File: src/logic/frame_pkg.sv
/*
 * Shared types and widths for the frame header parser.
 * Every design file imports this package for the stream beat,
 * the decoded header info and the per-frame status.
 */
package frame_pkg;

    // ==================================================
    // widths
    // ==================================================
    localparam int DATA_W        = 8;
    localparam int HDR_BYTES_MAX = 16;
    localparam int HDR_W         = HDR_BYTES_MAX * DATA_W;
    localparam int CNT_W         = 16;

    // ==================================================
    // structs
    // ==================================================

    // one byte beat on a stream, valid and ready travel separately.
    typedef struct packed {
        logic [DATA_W-1:0] data;
        logic              last;
    } stream_beat_t;

    // fields taken from the first four header bytes.
    typedef struct packed {
        logic [7:0]  frame_type;
        logic [7:0]  seq_num;
        logic [15:0] payload_len;
    } header_info_t;

    // summary of one finished frame.
    typedef struct packed {
        logic             short_frame;
        logic             len_ok;
        logic [CNT_W-1:0] beat_count;
    } frame_status_t;

endpackage
File: src/logic/frame_parser_top.sv
/*
 * Frame header parser top level.
 * Bytes pass unchanged through a two-entry buffer; the accepted
 * output beats feed the counter, header capture and decoder.
 * HDR_BYTES must be at least 4 to hold the decoded fields.
 */
`timescale 1ns/1ns

module frame_parser_top
    import frame_pkg::*;
#(
    parameter int HDR_BYTES = 4
) (
    input  logic          clock,
    input  logic          rst_n,
    input  logic          in_valid,
    input  stream_beat_t  in_beat,
    output logic          in_ready,
    output logic          out_valid,
    output stream_beat_t  out_beat,
    input  logic          out_ready,
    output header_info_t  info,
    output logic          info_valid,
    output frame_status_t status,
    output logic          status_valid
);

    logic             out_fire;
    logic [CNT_W-1:0] beat_idx;
    logic [HDR_W-1:0] hdr_word;
    logic             hdr_pulse;
    logic             frame_end;
    logic             frame_short;

    // ==================================================
    // data path
    // ==================================================
    stream_buffer u_buffer (
        .clock     (clock),
        .rst_n     (rst_n),
        .in_valid  (in_valid),
        .in_beat   (in_beat),
        .in_ready  (in_ready),
        .out_valid (out_valid),
        .out_beat  (out_beat),
        .out_ready (out_ready)
    );

    // single tap on the output handshake.
    assign out_fire = out_valid && out_ready;

    // ==================================================
    // parser
    // ==================================================
    beat_counter u_counter (
        .clock    (clock),
        .rst_n    (rst_n),
        .fire     (out_fire),
        .last     (out_beat.last),
        .beat_idx (beat_idx)
    );

    header_field_capture #(
        .HDR_BYTES (HDR_BYTES)
    ) u_capture (
        .clock       (clock),
        .rst_n       (rst_n),
        .fire        (out_fire),
        .beat        (out_beat),
        .beat_idx    (beat_idx),
        .hdr_word    (hdr_word),
        .hdr_pulse   (hdr_pulse),
        .frame_end   (frame_end),
        .frame_short (frame_short)
    );

    header_decode #(
        .HDR_BYTES (HDR_BYTES)
    ) u_decode (
        .clock        (clock),
        .rst_n        (rst_n),
        .hdr_word     (hdr_word),
        .hdr_pulse    (hdr_pulse),
        .frame_end    (frame_end),
        .frame_short  (frame_short),
        .beat_idx     (beat_idx),
        .info         (info),
        .info_valid   (info_valid),
        .status       (status),
        .status_valid (status_valid)
    );

endmodule

File: src/logic/header_decode.sv
/*
 * Splits the captured header word into type, sequence and length,
 * and at the end of each frame reports the byte count and whether
 * it matched the header plus the declared payload length.
 */
`timescale 1ns/1ns

module header_decode
    import frame_pkg::*;
#(
    parameter int HDR_BYTES = 4
) (
    input  logic             clock,
    input  logic             rst_n,
    input  logic [HDR_W-1:0] hdr_word,
    input  logic             hdr_pulse,
    input  logic             frame_end,
    input  logic             frame_short,
    input  logic [CNT_W-1:0] beat_idx,
    output header_info_t     info,
    output logic             info_valid,
    output frame_status_t    status,
    output logic             status_valid
);

    header_info_t     word_info;
    logic [CNT_W-1:0] count_hold;
    logic [15:0]      len_src;
    logic [CNT_W:0]   frame_bytes;
    logic [CNT_W:0]   expect_bytes;

    // field layout of the first four header bytes.
    assign word_info.frame_type  = hdr_word[HDR_W-1 -: DATA_W];
    assign word_info.seq_num     = hdr_word[HDR_W-1-DATA_W -: DATA_W];
    assign word_info.payload_len = hdr_word[HDR_W-1-2*DATA_W -: 16];

    // a frame of exactly HDR_BYTES ends in the same cycle its header completes.
    assign len_src      = hdr_pulse ? word_info.payload_len : info.payload_len;
    assign frame_bytes  = {1'b0, count_hold} + 1'b1;
    assign expect_bytes = {1'b0, len_src} + (CNT_W+1)'(HDR_BYTES);

    // previous cycle's index, the last beat's position at frame_end.
    always_ff @(posedge clock) begin
        count_hold <= beat_idx;
        if (hdr_pulse) begin
            info <= word_info;
        end
        if (frame_end) begin
            status.short_frame <= frame_short;
            status.len_ok      <= !frame_short && (frame_bytes == expect_bytes);
            status.beat_count  <= frame_bytes[CNT_W-1:0];
        end
    end

    always_ff @(posedge clock or negedge rst_n) begin
        if (!rst_n) begin
            info_valid   <= 1'b0;
            status_valid <= 1'b0;
        end else begin
            info_valid   <= hdr_pulse;
            status_valid <= frame_end;
        end
    end

endmodule

File: src/logic/header_field_capture.sv
/*
 * Watches the accepted output stream and stores the first HDR_BYTES
 * bytes of every frame into one wide header word, byte 0 on top.
 * Pulses hdr_pulse when the header is complete and frame_end after
 * the last beat, with frame_short marking frames cut before that.
 */
`timescale 1ns/1ns

module header_field_capture
    import frame_pkg::*;
#(
    parameter int HDR_BYTES = 4
) (
    input  logic             clock,
    input  logic             rst_n,
    input  logic             fire,
    input  stream_beat_t     beat,
    input  logic [CNT_W-1:0] beat_idx,
    output logic [HDR_W-1:0] hdr_word,
    output logic             hdr_pulse,
    output logic             frame_end,
    output logic             frame_short
);

    localparam int IDX_W = $clog2(HDR_BYTES_MAX);

    logic [DATA_W-1:0] hdr_bytes [0:HDR_BYTES_MAX-1];
    logic              in_window;
    logic              hdr_done;
    logic              early_end;

    // window is open from the first beat until HDR_BYTES are taken.
    assign in_window = (beat_idx < CNT_W'(HDR_BYTES));
    assign hdr_done  = (beat_idx == CNT_W'(HDR_BYTES - 1));
    assign early_end = (beat_idx < CNT_W'(HDR_BYTES - 1));

    // ==================================================
    // header byte store
    // ==================================================
    always_ff @(posedge clock) begin
        if (fire && in_window) begin
            hdr_bytes[beat_idx[IDX_W-1:0]] <= beat.data;
        end
    end

    // present the array as one packed word.
    always_comb begin
        for (int i = 0; i < HDR_BYTES_MAX; i++) begin
            hdr_word[(HDR_BYTES_MAX-1-i)*DATA_W +: DATA_W] = hdr_bytes[i];
        end
    end

    // ==================================================
    // event pulses
    // ==================================================
    always_ff @(posedge clock or negedge rst_n) begin
        if (!rst_n) begin
            hdr_pulse   <= 1'b0;
            frame_end   <= 1'b0;
            frame_short <= 1'b0;
        end else begin
            hdr_pulse   <= fire && hdr_done;
            frame_end   <= fire && beat.last;
            // a frame that ends before the header is complete.
            frame_short <= fire && beat.last && early_end;
        end
    end

endmodule

File: src/logic/beat_counter.sv
/*
 * Position of the current beat within its frame.
 * Steps on every accepted output beat and returns to zero
 * after the beat that carries last.
 */
`timescale 1ns/1ns

module beat_counter
    import frame_pkg::*;
(
    input  logic             clock,
    input  logic             rst_n,
    input  logic             fire,
    input  logic             last,
    output logic [CNT_W-1:0] beat_idx
);

    logic at_max;

    // holds at the top value on oversized frames.
    assign at_max = (beat_idx == {CNT_W{1'b1}});

    always_ff @(posedge clock or negedge rst_n) begin
        if (!rst_n) begin
            beat_idx <= '0;
        end else if (fire) begin
            if (last) begin
                beat_idx <= '0;
            end else if (!at_max) begin
                beat_idx <= beat_idx + 1'b1;
            end
        end
    end

endmodule

File: src/logic/stream_buffer.sv
/*
 * Two-entry FIFO between the input and output byte streams.
 * Input ready drops only when both entries are full, so the
 * upstream keeps flowing for one extra beat while the output stalls.
 */
`timescale 1ns/1ns

module stream_buffer
    import frame_pkg::*;
(
    input  logic         clock,
    input  logic         rst_n,
    input  logic         in_valid,
    input  stream_beat_t in_beat,
    output logic         in_ready,
    output logic         out_valid,
    output stream_beat_t out_beat,
    input  logic         out_ready
);

    stream_beat_t mem [0:1];
    logic         wr_ptr;
    logic         rd_ptr;
    logic [1:0]   count;
    logic         push;
    logic         pop;

    assign push      = in_valid && in_ready;
    assign pop       = out_valid && out_ready;
    assign in_ready  = (count != 2'd2);
    assign out_valid = (count != 2'd0);
    assign out_beat  = mem[rd_ptr];

    // storage entries.
    always_ff @(posedge clock) begin
        if (push) begin
            mem[wr_ptr] <= in_beat;
        end
    end

    // ==================================================
    // pointers and fill level
    // ==================================================
    always_ff @(posedge clock or negedge rst_n) begin
        if (!rst_n) begin
            wr_ptr <= 1'b0;
            rd_ptr <= 1'b0;
            count  <= 2'd0;
        end else begin
            if (push) begin
                wr_ptr <= ~wr_ptr;
            end
            if (pop) begin
                rd_ptr <= ~rd_ptr;
            end
            case ({push, pop})
                2'b10:   count <= count + 2'd1;
                2'b01:   count <= count - 2'd1;
                default: count <= count;
            endcase
        end
    end

endmodule

File: config.mk
export PLATFORM = sky130hd
export DESIGN_NAME = frame_parser_top
export DESIGN_NICKNAME = d
export VERILOG_FILES = /design/src/logic/frame_pkg.sv /design/src/logic/frame_parser_top.sv /design/src/logic/header_decode.sv /design/src/logic/header_field_capture.sv /design/src/logic/beat_counter.sv /design/src/logic/stream_buffer.sv
export SDC_FILE = /design/constraint.sdc
export NUM_CORES = 1
export LEC_CHECK = 0
export BUFFER_PORTS_ARGS = -buffer_cell sky130_fd_sc_hd__buf_2
export CAP_MARGIN = 25
export CORE_MARGIN = 8
export CORE_UTILIZATION = 50
export CTS_CLUSTER_SIZE = 28
export DETAILED_ROUTE_END_ITERATION = 8
export GPL_TIMING_DRIVEN = 0
export HOLD_SLACK_MARGIN = 0.05
export PLACE_DENSITY = 0.73
export SETUP_SLACK_MARGIN = 0.15
export SYNTH_ARGS = -nofsm -noshare
export SYNTH_HDL_FRONTEND = slang
export SYNTH_SLANG_ARGS = --single-unit
File: constraint.sdc
create_clock -name clock -period 3.3 [get_ports clock]
set_input_delay 0.66 -clock clock [delete_from_list [all_inputs] [get_ports clock]]
set_output_delay 0.66 -clock clock [all_outputs]
set_load 0.02 [all_outputs]
After elaboration in Yosys (flattened, before gate mapping)
Memory sizes are Yosys's and may differ from the RTL's. A register that Yosys moved wholly into a read port is not among the register bits.
Index checks and enable logic that the tools add are counted.
Storage, ports and cells
  flip-flop bits (word level): 75
  memory bits (writable): 146
  input bits: 13
  word-level logic and storage cells: 51
  memories kept: 2
Memory list
  u_capture.hdr_bytes: words 16, width 8, rd ports 4, clocked after memory_dff 2, wr ports 1, line header_field_capture.sv:27  | logic [DATA_W-1:0] hdr_bytes [0:HDR_BYTES_MAX-1];
  u_buffer.mem: words 2, width 9, rd ports 1, clocked after memory_dff 0, wr ports 1, line stream_buffer.sv:21  | stream_beat_t mem [0:1];
Cells by class
  add/subtract/negate cells: 5
  $lt $le $gt $ge: 2
  equal/unequal tests: 7
  multiplexer cells: 8
  bitwise gates (word level): 2
  reduce and logical (&&, ||, !) cells: 11
Operator list (number)
  2-to-1 mux 16 bit: 3
  adder 16 x 1 -> 17 bit (second input constant): 1
  adder 16 x 3 -> 17 bit (second input constant): 1
  equality test 17 bit: 1
  adder 16 x 1 -> 16 bit (second input constant): 1
  equality test 16 bit (second input constant): 1
  equality test 16 x 2 -> 1 bit (second input constant): 1
  less-than comparator 16 x 2 -> 1 bit (second input constant): 1
  less-than comparator 16 x 3 -> 1 bit (second input constant): 1
  logical AND 1 bit: 7
  2-to-1 mux 1 bit: 4
  case mux 2 bit (2 select lines): 1
  nonzero test 2 bit: 2
  adder 2 x 1 -> 2 bit (second input constant): 1
  equality test 2 x 1 -> 1 bit (second input constant): 1
  equality test 2 bit (second input constant): 1
  != test 2 x 1 -> 1 bit (second input constant): 1
  != test 2 bit (second input constant): 1
  NOT 1 bit: 2
  AND reduction 2 bit: 1
  subtractor 2 x 1 -> 2 bit (second input constant): 1
  logical NOT 1 bit: 1

Longest topological paths before layout
  depth after elaboration: 5
  depth in mapped cells: 11
  mapped depth without buffers: 9

Cells and area by module
Synthesis repeated with hierarchy kept, for this count alone.
Second synthesis, totals
  cell total of the unflattened synthesis: 511
  area total of the unflattened synthesis: 8871.0 um2
Modules (own cells, without submodules)
  header_field_capture: instances 1, cells an instance 147, area an instance 4051.4 um2
  header_decode: instances 1, cells an instance 209, area an instance 2961.6 um2
  beat_counter: instances 1, cells an instance 109, area an instance 1009.7 um2
  stream_buffer: instances 1, cells an instance 45, area an instance 842.1 um2
  frame_parser_top: instances 1, cells an instance 1, area an instance 6.3 um2

Worst setup path after synthesis
OpenSTA, ideal clock, no wires.
  kind: flip-flop to flip-flop
  start: reg u_capture.hdr_pulse
  end: reg u_decode.status[16] (netlist name)
  library setup time: 169 ps
  arrival: 3298 ps
  required time: 3131 ps
  setup slack: -167 ps
  cell stages (with the launch flop): 12
  path buffers: 2
  period minus slack after synthesis: 3467 ps
  path through: dfrtp_1 buf_4 buf_2 mux2_2 ha_1 nand4b_1 a21boi_2 a21o_1 a32oi_1 xor2_1 nand4_1 nor4b_2
On the way
  longest elaborated chain between the ends: 4
Ends and longest elaborated chain
  start: declaration: line header_field_capture.sv:20  | output logic hdr_pulse,
  start signal: assignment: line header_field_capture.sv:62  | hdr_pulse <= fire && hdr_done;
  2-to-1 mux 16 bit: line header_decode.sv:38  | assign len_src = hdr_pulse ? word_info.payload_len : info.payload_len;
  adder 16 x 3 -> 17 bit: line header_decode.sv:40  | assign expect_bytes = {1'b0, len_src} + (CNT_W+1)'(HDR_BYTES);
  equality test 17 bit: line header_decode.sv:50  | status.len_ok <= !frame_short && (frame_bytes == expect_bytes);
  logical AND 1 bit: line header_decode.sv:50
No other way between the ends.
A chain may end at the register's enable or synchronous reset.

Final worst setup path
  start: reg u_capture.hdr_pulse
  end: reg u_decode.status[16] (netlist name)
On the way
  longest elaborated chain between the ends: 4
Ends and longest elaborated chain (line)
  2-to-1 mux 16 bit: header_decode.sv:38
  adder 16 x 3 -> 17 bit: header_decode.sv:40
  equality test 17 bit: header_decode.sv:50
  logical AND 1 bit: header_decode.sv:50
No other way between the ends.

==> impl_summary.md <==
Pwr
After layout, the design draws a total of 5.18 mW. The worst-case IR drop observed on VDD is 0.509 mV. In this run the static leakage power is 2.62 nW. Dividing total power by cell area gives a power density of 741 nW/µm².

Floorplan
The top-level I/O count is 76. The floorplan has 39 rows. The die height is 124 µm.

In this run the standard cell core region covers 11400 µm². For this configuration, the core starts out at a cell density of 51.1%. The die area is 15300 µm².

The die is 124 µm wide.

Flow run
The number of maximum-capacitance violations is 0.

Setup path
In this run the critical register-to-register path is launched from u_capture.hdr_pulse. The data arrival time of the critical path is 3230 ps. The depth of the most critical reg-to-reg path is 11. The maximum fanout count along the critical path is 10. STA classifies the critical path startpoint as a flip-flop. The type of the worst setup path is flip-flop to flip-flop.

The endpoint of the most critical register-to-register path is u_decode.status[16]. The kind of end point of the critical path is a flip-flop. The register-to-register setup slack is 320 ps. The required time of the worst setup path is 3550 ps.

Drt
For this run, the detailed router's first-pass iteration total came to 4. In the routed layout, each cell is associated on average with a via count of 5.42. The routed layout has 3475 vias. Wires add up to 11600 µm. The residual antenna-violating net count after detailed routing is 0.

Dividing the detail-routed wire length by the instance count gives 18.2 µm. The initial detailed-routing violation count is 282. The remaining routing DRC violations is 0.

Logic synthesis
After synthesis, the mean cell area works out to 15.0 µm². The synthesized netlist devotes 3.84% of its cell area to compound gates. The area fraction of the dominant cell type after synthesis is 51.7%.

Summing the areas of all xor and xnor instances in the mapped netlist gives 8.75% of the synthesized area. Multiplexer cells account for 4.09% of the synthesized area. The leading area contributor after synthesis is sky130_fd_sc_hd__edfxtp_1. In the synthesized netlist, the cells that appear most often are sky130_fd_sc_hd__edfxtp_1, sky130_fd_sc_hd__xnor2_1, sky130_fd_sc_hd__dfrtp_1, sky130_fd_sc_hd__nor2_1, sky130_fd_sc_hd__xor2_1. The yosys synthesis warning count is 0. The proportion of register bits with asynchronous set or reset after synthesis is 17.7%. The main flop type after synthesis is sky130_fd_sc_hd__edfxtp_1. The number of standard cells after synthesis is 387. The synthesized design contains 100 enable-type register cells. Ranked by total cell area, the synthesized netlist is headed by sky130_fd_sc_hd__edfxtp_1, sky130_fd_sc_hd__dfrtp_1, sky130_fd_sc_hd__dfxtp_1, sky130_fd_sc_hd__xnor2_1, sky130_fd_sc_hd__xor2_1.

The synthesized netlist devotes 12.5% of its cell area to simple gates. The synthesized net count is 407. The cell area that synthesis handed to floorplanning was 5810 µm². The sequential fraction of the synthesis area is 68.0%. After synthesis, the largest family of logic cells by area is simple AND/OR/NAND/NOR gates. The most repeated cell in the gate-level netlist after synthesis is sky130_fd_sc_hd__edfxtp_1. The fraction of the mapped netlist area in adder cells is 1.51%.

The synthesized design contains 141 register bits. The synthesized netlist contains 54 unique library cells.

GRT
The via count of the first global-routing pass is 3554. Entering global routing, the biggest net connects 26 pins. The first-pass GRT wire length is 18600 µm. The initial antenna violation count is 0. The residual overflow from global routing is 0.

The total routing usage reported by global routing is 16.2%.

Clock network
After clock tree synthesis, the flow added hold-fix buffers numbering 0. Clock tree synthesis found a total of 141 sinks. The number of buffers between clock root and the deepest sink is 2. The TritonCTS clock tree is done.

The clock insertion delay at the later pin of the skew report is 420 ps. The register clock-pin slew on the reported worst setup and hold paths is 60 ps. The clock tree synthesis step divided the H-tree into 4 levels.

Clock tree synthesis inserted a total of 17 buffers. CTS placed an instance of sky130_fd_sc_hd__clkbuf_16 at the clock tree root.

Placement
The number of cells after detailed placement is 605. The detailed placement HPWL is 7950 µm. Summing all placed instances gives a cell area of 6360 µm². During placement, the flow inserted port buffers numbering 75. The placer congestion estimate is 0.851.

Cells and area
The synthesis-to-layout area growth is 20.3%. After routing the design area is 6990 µm². The antenna diode instance count is 0. The finished layout holds 641 standard cells, fillers aside. Of the cells placed in the final design, the portion with a size suffix greater than 1 is 28.7%. The number of nets in the finished design is 505.

Timing
The final cycle utilization of the critical path is 90.2%. Setup repair after global routing left no endpoint under its margin. The summed negative setup slack over all endpoints is 0 ps. The post-layout minimum cycle time is 2980 ps.

The final count of pins violating max slew is 0. The count of endpoints failing hold in the final timing report is 0. Measured against its own limit, the worst slew margin works out to 51.6%. Timing would allow up to 0.336 GHz. For the pin with the worst max-slew slack, the measured transition is 705 ps. The count of endpoints failing setup in the final report is 0. The worst hold slack across all endpoints is 245 ps. The final setup skew is 14.9 ps.

Status
The flow ran to the end, and the final reports show no timing, DRC or antenna violations.

Hold path
The type of the worst min-delay path is input pin to asynchronous set/reset pin.
per-stage QoR:
stage / worst slack, ps / utilization [%]
floorplan: 190 / -
global placement: -297 / 55.9
detailed placement: -363 / 55.9
CTS: 203 / 61.2
global route: 213 / 61.5
finish: 322 / 61.5
sequential cells by signal (all words and copies together), names as in the netlist, 2 cells and up:
register and count:
u_buffer.count 2, u_decode.status 18, info 16, u_buffer.mem 18
u_capture.hdr_bytes 32, u_counter.beat_idx 16, u_decode.count_hold 16, u_decode.info 16
cell families (layout without fill, tap and decap cells):
| group | count (synthesis) | after routing |
|---|---|---|
| flops | 141 | 141 |
| simple gates | 119 | 119 |
| xor+xnor | 58 | 58 |
| compound gates | 26 | 26 |
| mux | 22 | 22 |
| buf+inv | 14 | 125 |
| fa+ha+maj | 7 | 7 |
layout by cell type, fill, tap and decap left out, types with 4 or more instances in the layout:
master and count:
sky130_fd_sc_hd__o21ai_0 5, sky130_fd_sc_hd__and2_1 5, sky130_fd_sc_hd__nor4_1 7, sky130_fd_sc_hd__nand4_1 13
sky130_fd_sc_hd__inv_1 8, sky130_fd_sc_hd__nand3_1 20, sky130_fd_sc_hd__xnor2_1 35, sky130_fd_sc_hd__xor2_1 22
sky130_fd_sc_hd__dfxtp_1 16, sky130_fd_sc_hd__dfrtp_1 24, sky130_fd_sc_hd__ha_1 7, sky130_fd_sc_hd__and4_1 4
sky130_fd_sc_hd__clkbuf_16 17, sky130_fd_sc_hd__nor2_1 25, sky130_fd_sc_hd__buf_2 75, sky130_fd_sc_hd__nand2_1 16
sky130_fd_sc_hd__a21oi_1 4, sky130_fd_sc_hd__mux2_2 10, sky130_fd_sc_hd__mux2i_1 11, sky130_fd_sc_hd__inv_6 6
sky130_fd_sc_hd__edfxtp_1 100, sky130_fd_sc_hd__buf_4 7
power by group:
part           switching (mW)  total, mW  leakage [nW]  internal (mW)
Combinational           0.609      0.942         0.965          0.332
Clock                   0.748       1.79         0.266           1.05
Sequential              0.162       2.44          1.39           2.28
Total                    1.52       5.18          2.62           3.66
final cells by class:
| cell class | instances | area, µm² |
|---|---|---|
| inverter | 8 | 30.0 |
| fill | 835 | 4380 |
| clock buffer | 18 | 429 |
| buffer | 6 | 45.0 |
| tap | 143 | 179 |
| sequential | 141 | 3950 |
| clock inverter | 14 | 131 |
| multi-input combinational | 232 | 1790 |
| timing repair buffer | 79 | 425 |
worst max-delay path by stage:
stage                              startpoint  slack (ps)                   to
final                     u_capture.hdr_pulse         320  u_decode.status[16]
after global routing      u_capture.hdr_pulse         210  u_decode.status[16]
after CTS                 u_capture.hdr_pulse         200  u_decode.status[16]
after detailed placement  u_capture.hdr_pulse        -360  u_decode.status[16]
after global placement    u_capture.hdr_pulse        -300  u_decode.status[16]
after floorplan           u_capture.hdr_pulse         190  u_decode.status[16]
timing repair:
item / 4_1_cts / 5_1_grt
resized for setup: 2 / 2
hold endpoints to repair: 0 / 0
setup endpoints to repair: 1 / 1
buffers inserted: 2 / 2
metal layers:
layer  GRT usage, %  vias to the layer above  share of wire (%)
met2           26.1                      106                 50
met1           19.5                     1708                 42
met3           5.30                       16                6.3
li1               -                     1645                  -
met5              0                        -                  0
met4           7.22                        0                2.0
worst max-delay path, cell delays in order, from the launching register on:
cell and delay (ps):
sky130_fd_sc_hd__dfrtp_4 460, sky130_fd_sc_hd__buf_4 240, sky130_fd_sc_hd__buf_4 220, sky130_fd_sc_hd__mux2_2 350
sky130_fd_sc_hd__ha_1 220, sky130_fd_sc_hd__nand4_1 170, sky130_fd_sc_hd__a21boi_2 100, sky130_fd_sc_hd__a21o_1 190
sky130_fd_sc_hd__a32oi_1 260, sky130_fd_sc_hd__xor2_1 180, sky130_fd_sc_hd__nand4_1 150, sky130_fd_sc_hd__nor4b_2 280
No activity file was read; power rests on OpenSTA's default activity.
